`src/design/dcuParams.svh`:
```
// Data array widths and depth

`ifndef DCU_PARAMS_SVH
`define DCU_PARAMS_SVH

// Array geometry
`define DCU_ADDR_W      9
`define DCU_DEPTH       512

// Data path widths
`define DCU_WORD_W      64
`define DCU_LINE_W      128
`define DCU_HALF_W      16

// Byte enable counts
`define DCU_SIDE_BYTES  8
`define DCU_LINE_BYTES  16

`endif

```
`src/design/dcuPkg.sv`:
```
// Data array vector types

`include "dcuParams.svh"

package dcuPkg;

  // ************************************************************************
  // Vector types, bit 0 is the most significant bit
  // ************************************************************************

  // Line index into the array
  typedef logic [0:`DCU_ADDR_W-1] addrT;

  // Word from the core, copied into both sides
  typedef logic [0:`DCU_WORD_W-1] wordT;

  // One full RAM line, side A then side B
  typedef logic [0:`DCU_LINE_W-1] lineT;

  // One output halfword
  typedef logic [0:`DCU_HALF_W-1] halfT;

  // Byte enables
  typedef logic [0:`DCU_SIDE_BYTES-1] sideMaskT;
  typedef logic [0:`DCU_LINE_BYTES-1] lineMaskT;

endpackage

```
`src/design/dcuReadHold.sv`:
```
// Read data hold across writes

`timescale 1ns/100ps

module dcuReadHold
(
  input  logic         cclk,
  input  logic         arstN,
  input  logic         ramCeN,
  input  logic         readWrite,
  input  dcuPkg::lineT rdLine,
  output dcuPkg::lineT outLine
);

  logic         readMode;
  logic         captureEn;
  dcuPkg::lineT heldLine;

  // Leaving read mode freezes the last read line
  assign captureEn = readMode & ~readWrite;

  // **************************************************************************
  // Access type tracking
  // **************************************************************************

  // Any edge with readWrite low ends read mode even without a strobe
  always_ff @(posedge cclk or negedge arstN)
  begin
    if (!arstN)
    begin
      readMode <= 1'b0;
    end
    else if (!readWrite)
    begin
      readMode <= 1'b0;
    end
    else if (!ramCeN)
    begin
      readMode <= 1'b1;
    end
  end

  // **************************************************************************
  // Held line
  // **************************************************************************

  always_ff @(posedge cclk or negedge arstN)
  begin
    if (!arstN)
    begin
      heldLine <= '0;
    end
    else if (captureEn)
    begin
      heldLine <= rdLine;
    end
  end

  // Live RAM data while reading, frozen copy otherwise
  assign outLine = readMode ? rdLine : heldLine;

  // Output keeps the last read line across every write edge
  holdStableA: assert property (@(posedge cclk) disable iff (!arstN)
    !readWrite |=> $stable(outLine))
    else $error("dcuReadHold: output line moved across a write edge");

endmodule

```
`config.mk`:
```
export PLATFORM = sky130hd
export DESIGN_NAME = dcuReadHold
export DESIGN_NICKNAME = d
export VERILOG_FILES = /design/src/design/dcuPkg.sv /design/src/design/dcuReadHold.sv
export VERILOG_INCLUDE_DIRS = /design/src /design/src/design
export SDC_FILE = /design/constraint.sdc
export NUM_CORES = 1
export LEC_CHECK = 0
export BUFFER_PORTS_ARGS = -buffer_cell sky130_fd_sc_hd__buf_4
export CAP_MARGIN = 20
export CORE_UTILIZATION = 50
export DETAILED_ROUTE_END_ITERATION = 6
export HOLD_SLACK_MARGIN = 0.15
export PLACE_DENSITY = 0.83
export SLEW_MARGIN = 10
export SYNTH_ARGS = -nofsm -noshare
export SYNTH_HDL_FRONTEND = slang
export SYNTH_SLANG_ARGS = --single-unit
```
`constraint.sdc`:
```
create_clock -name cclk -period 2.7 [get_ports cclk]
set_input_delay 0.27 -clock cclk [delete_from_list [all_inputs] [get_ports cclk]]
set_output_delay 0.27 -clock cclk [all_outputs]
set_load 0.005 [all_outputs]
```
======== Word level (Yosys, flattened, before mapping) ========
Index checks and enable logic that the tools add are counted.
word-level totals
  flip-flop bits (word level) ............. 129
  bits in latches ......................... 0
  RAM bits ................................ 0
  bits in read-only memories .............. 0
  output and inout port bits .............. 128
  word-level logic and storage cells ...... 8
  memories kept ........................... 0
cells by class
  $add $sub $neg .......................... 0
  $mul .................................... 0
  divide/modulo/power cells ............... 0
  order comparisons ....................... 0
  equality and inequality tests ........... 1
  shifts and indexed selects .............. 0
  mux-type cells .......................... 3
  bitwise gates (word level) .............. 2
  reductions and logical operators ........ 0
operators with widths
  cell                                   number
  128-bit two-way mux                    1
  1-bit two-way mux                      2
  2-bit != test (second input constant)  1
  1-bit AND                              1
  1-bit NOT                              1

======== Depth between registers and ports, before layout ========
  depth in word-level cells ............... 2
  gate-level depth with buffers ........... 4
  mapped depth without buffers ............ 2

======== Worst setup path after synthesis ========
Ideal clock, no wire load.
  kind .................................... register to output
  start ................................... reg readMode
  end ..................................... out outLine[116]
  arrival time ............................ 1.126 ns
  required time ........................... 2.430 ns
  path slack .............................. 1.304 ns
  stages on the path, launching flop included .. 4
  path buffers ............................ 2
  cells stage by stage .................... dfrtp_1 -> buf_2 -> buf_2 -> mux2_2
on the way
  cells in the longest elaborated chain, start to end .. 1
RTL lines
  element                   RTL line           RTL
  start: declaration        dcuReadHold.sv:15  logic readMode;
  start signal: assignment  dcuReadHold.sv:31  readMode <= 1'b0;
  start signal: assignment  dcuReadHold.sv:35  readMode <= 1'b0;
  start signal: assignment  dcuReadHold.sv:39  readMode <= 1'b1;
  128-bit two-way mux       dcuReadHold.sv:60  assign outLine = readMode ? rdLine : heldLine;
  end: declaration          dcuReadHold.sv:12  output dcuPkg::lineT outLine
No other way between the ends.

======== Final worst setup path ========
  start ................................... reg readMode
  end ..................................... out outLine[71]
Same word-level chain as after synthesis.

==> flow_summary_export.csv <==
group,metric,value,unit
status,outcome,"completed",
power_and_ir_drop,power_frac_seq,37.8,%
cells_and_area,drive_gt1_share,67.5,%
die,die_w,115,um
yosys,synth_cells,416,
yosys,yosysSeqAreaShare,50.8,%
global_routing,grtUsageTotal,30.8,%
yosys,syn_nets,548,
timing,finalSetupTns,0,ns
placed_design,gp_congestion,0.719,
power_and_ir_drop,power_frac_comb,28.6,%
yosys,synth_area_leaders,"dfrtp_1 (51%), mux2_2 (45%), buf_6 (2.3%)",
route,finalWirelength,19700,um
route,drc,0,
worst_setup_path,path_delay_family,"flip-flops",
power_and_ir_drop,p_sw,0.00169,W
cts,root_buffer,"clkbuf_16",
cells_and_area,layout-area-overhead-vs-synth,61.8,%
timing,setup_viol,0,
yosys,synthXorXnorAreaFrac,0,%
power_and_ir_drop,clkPwrFrac,33.6,%
global_routing,globalRoute.totalOverflow,0,
die,ios,260,
timing,tightest_slew,0.798,ns
yosys,ys_ff_latch,129,
worst_setup_path,cp_max_fo,63,
cts,clkLatencyLatePin,0.42,ns
route,vias,5065,
route,drtIter0Drc,206,
worst_setup_path,crit_arrival,1.99,ns
cells_and_area,fin_area,10300,sq um
yosys,syn_area,6350,sq um
worst_setup_path,cp.required,2.43,ns
yosys,synth_compound_area_share,0.118,%
yosys,yosys.cell_types.count,8,
cells_and_area,utilization,84.2,%
global_routing,grt_pass1_vias,5736,
cts,cts_buffers,17,
worst_setup_path,slowest_delay,0.63,ns
cts,htree_levels,4,
placed_design,io_buffers,259,
cts,clk_pin_slew,0.06,ns
power_and_ir_drop,switching_share,25.3,%
placed_design,hpwl,10800,um
worst_setup_path,crit_chain,"buf_12 > mux2_2 > buf_4",
timing,hold_viol_final,0,
yosys,synthMuxAreaShare,45.4,%
route,final_antenna_net_count,0,
cts,cts.sinks,129,
yosys,yosys.area_share.simple,0.118,%
global_routing,grt_max_degree,80,
power_and_ir_drop,powerDensity,649,nW/um^2
yosys,ys_async_sr_fraction,100,%
placed_design,dpl_cell_area,8390,sq um
power_and_ir_drop,intPower,0.00498,W
die,start_util,52.0,%
yosys,ys_top_cells_by_count,"mux2_2 (256), dfrtp_1 (129), buf_2 (14)",
worst_setup_path,path_buf_inv,2,
yosys,avgSynthCellArea,15.3,sq um
yosys,synth_top_family_by_area,"multiplexers",
yosys,yosys.cell_count.top_type,"mux2_2",
timing,slew_violations,0,
cells_and_area,n_fill_cell,578,
route,first_pass_iters,4,
cells_and_area,register_area,3230,sq um
timing,fin_crit_sh,83.8,%
job,maxCapViolations,0,
die,num_rows,40,
timing,rsz0062_at_grt,"false",
yosys,synthAdderAreaFrac,0,%
die,dieArea,13200,sq um
yosys,synth_top_area_cell,"dfrtp_1",
timing,fmax,442,MHz
route,wl_per_cell,20.0,um
die,dieHeight,115,um
die,core,12200,sq um
worst_setup_path,worstSetupPathType,"reg2out",
yosys,synth_top_area_share,50.8,%
worst_setup_path,cp_slowest_cell,"dfrtp_4",
global_routing,antenna_found_initial,0,
route,viasPerCell,5.14,
power_and_ir_drop,p_leak,4.63,nW
cells_and_area,layout.nets,935,
yosys,yosysWarnings,0,
timing,period_needed,2.26,ns
worst_setup_path,critPathLaunchType,"register",
cells_and_area,multi_input_area,2900,sq um
yosys,synth_flop_cell,"dfrtp_1",
power_and_ir_drop,ir_drop,436,uV
worst_hold_path,hp-class,"reg2reg",
timing,relSlewSlack,46.8,%
yosys,synth_edf_count,0,
cts,cts.path.max_buffers,2,
cts,tritoncts,"yes",
worst_setup_path,endpoint_kind,"output pin",
global_routing,grt_pass1_wl,30200,um
timing,fin_worst_skew,0.00772,ns
-- path summary, 6_finish.rpt --
kind / cells past startpoint / endpoint / slack [ns] / from
worst max-delay path: 3 / outLine[71] / 0.44 / readMode
worst min-delay path: 1 / heldLine[8] / 0.50 / heldLine[8]
worst max register to register: 3 / heldLine[68] / 0.75 / readMode
worst min register to register: 1 / heldLine[8] / 0.50 / heldLine[8]
max in group asynchronous: 3 / heldLine[35] / 1.39 / arstN
min in group asynchronous: 2 / heldLine[108] / 0.51 / arstN
-- layer usage --
metal,vias up,share of wire (%),track usage [%]
met1,2506,36,31.5
li1,2285,-,-
met4,0,3.1,14.5
met2,227,54,57.5
met5,-,0,0
met3,47,7.5,9.32
-- worst register-to-register path: stages (launching register included) --
cell and delay [ns]:
dfrtp_4 0.63, and2b_4 0.23, buf_4 0.52, mux2_2 0.45
-- cell usage in the layout (no fill, tap or decap) --
cell type      Yosys  routed
buf_4              1     261
mux2_2           256     256
dlygate4sd3_1      0     131
dfrtp_1          129     128
clkbuf_16          0      17
clkbuf_8           0       7
clkbuf_1           0       4
buf_12             0       4
clkinv_2           0       3
diode_2            0       1
and2b_4            0       1
inv_1              1       1
a21boi_0           1       1
bufinv_16          0       1
dfrtp_4            0       1
-- registers in the layout, summed over array words and instances, names as in the netlist --
signal	count
heldLine	128
readMode	1
-- power by group through the flow --
stage	clock network (W)	logic, W	registers [W]
finish	0.00224	0.00190	0.00252
global route	0.00236	0.00203	0.00257
CTS	0.00227	0.00185	0.00250
detailed placement	0	0.00168	0.00253
global placement	0	0.00164	0.00249
floorplan	0	0.000867	0.00245
-- timing repair --
action                                 CTS  global route
resized for setup                        0             0
setup buffers                            0             0
endpoints found under the hold margin  186             0
setup endpoints to repair                0             0
hold buffers                           131             0
-- metrics by stage --
step | setup WS, ns | hold slack [ns] | power, W | cells
finish | 0.436 | 0.502 | 0.00667 | 985
global route | 0.391 | 0.515 | 0.00695 | 984
CTS | 0.455 | 0.505 | 0.00662 | 984
detailed placement | 0.773 | 0.408 | 0.00421 | 821
global placement | 0.814 | 0.404 | 0.00413 | 821
floorplan | 1.30 | -0.0256 | 0.00332 | 416
-- kinds of logic after synthesis --
logic type,Yosys count
mux,256
simple gates,1
buf+inv,29
compound gates,1
flops,129
-- layout make-up --
cell class,count,share of cell area (%)
repair buffers,396,32.6
flip-flops and latches,129,31.4
multi-input cells,258,28.2
clock buffers,28,5.22
well taps,168,2.04
clock inverters,4,0.438
inverters,1,0.0365
diodes,1,0.0243
Power figures use the tool's default switching activity.
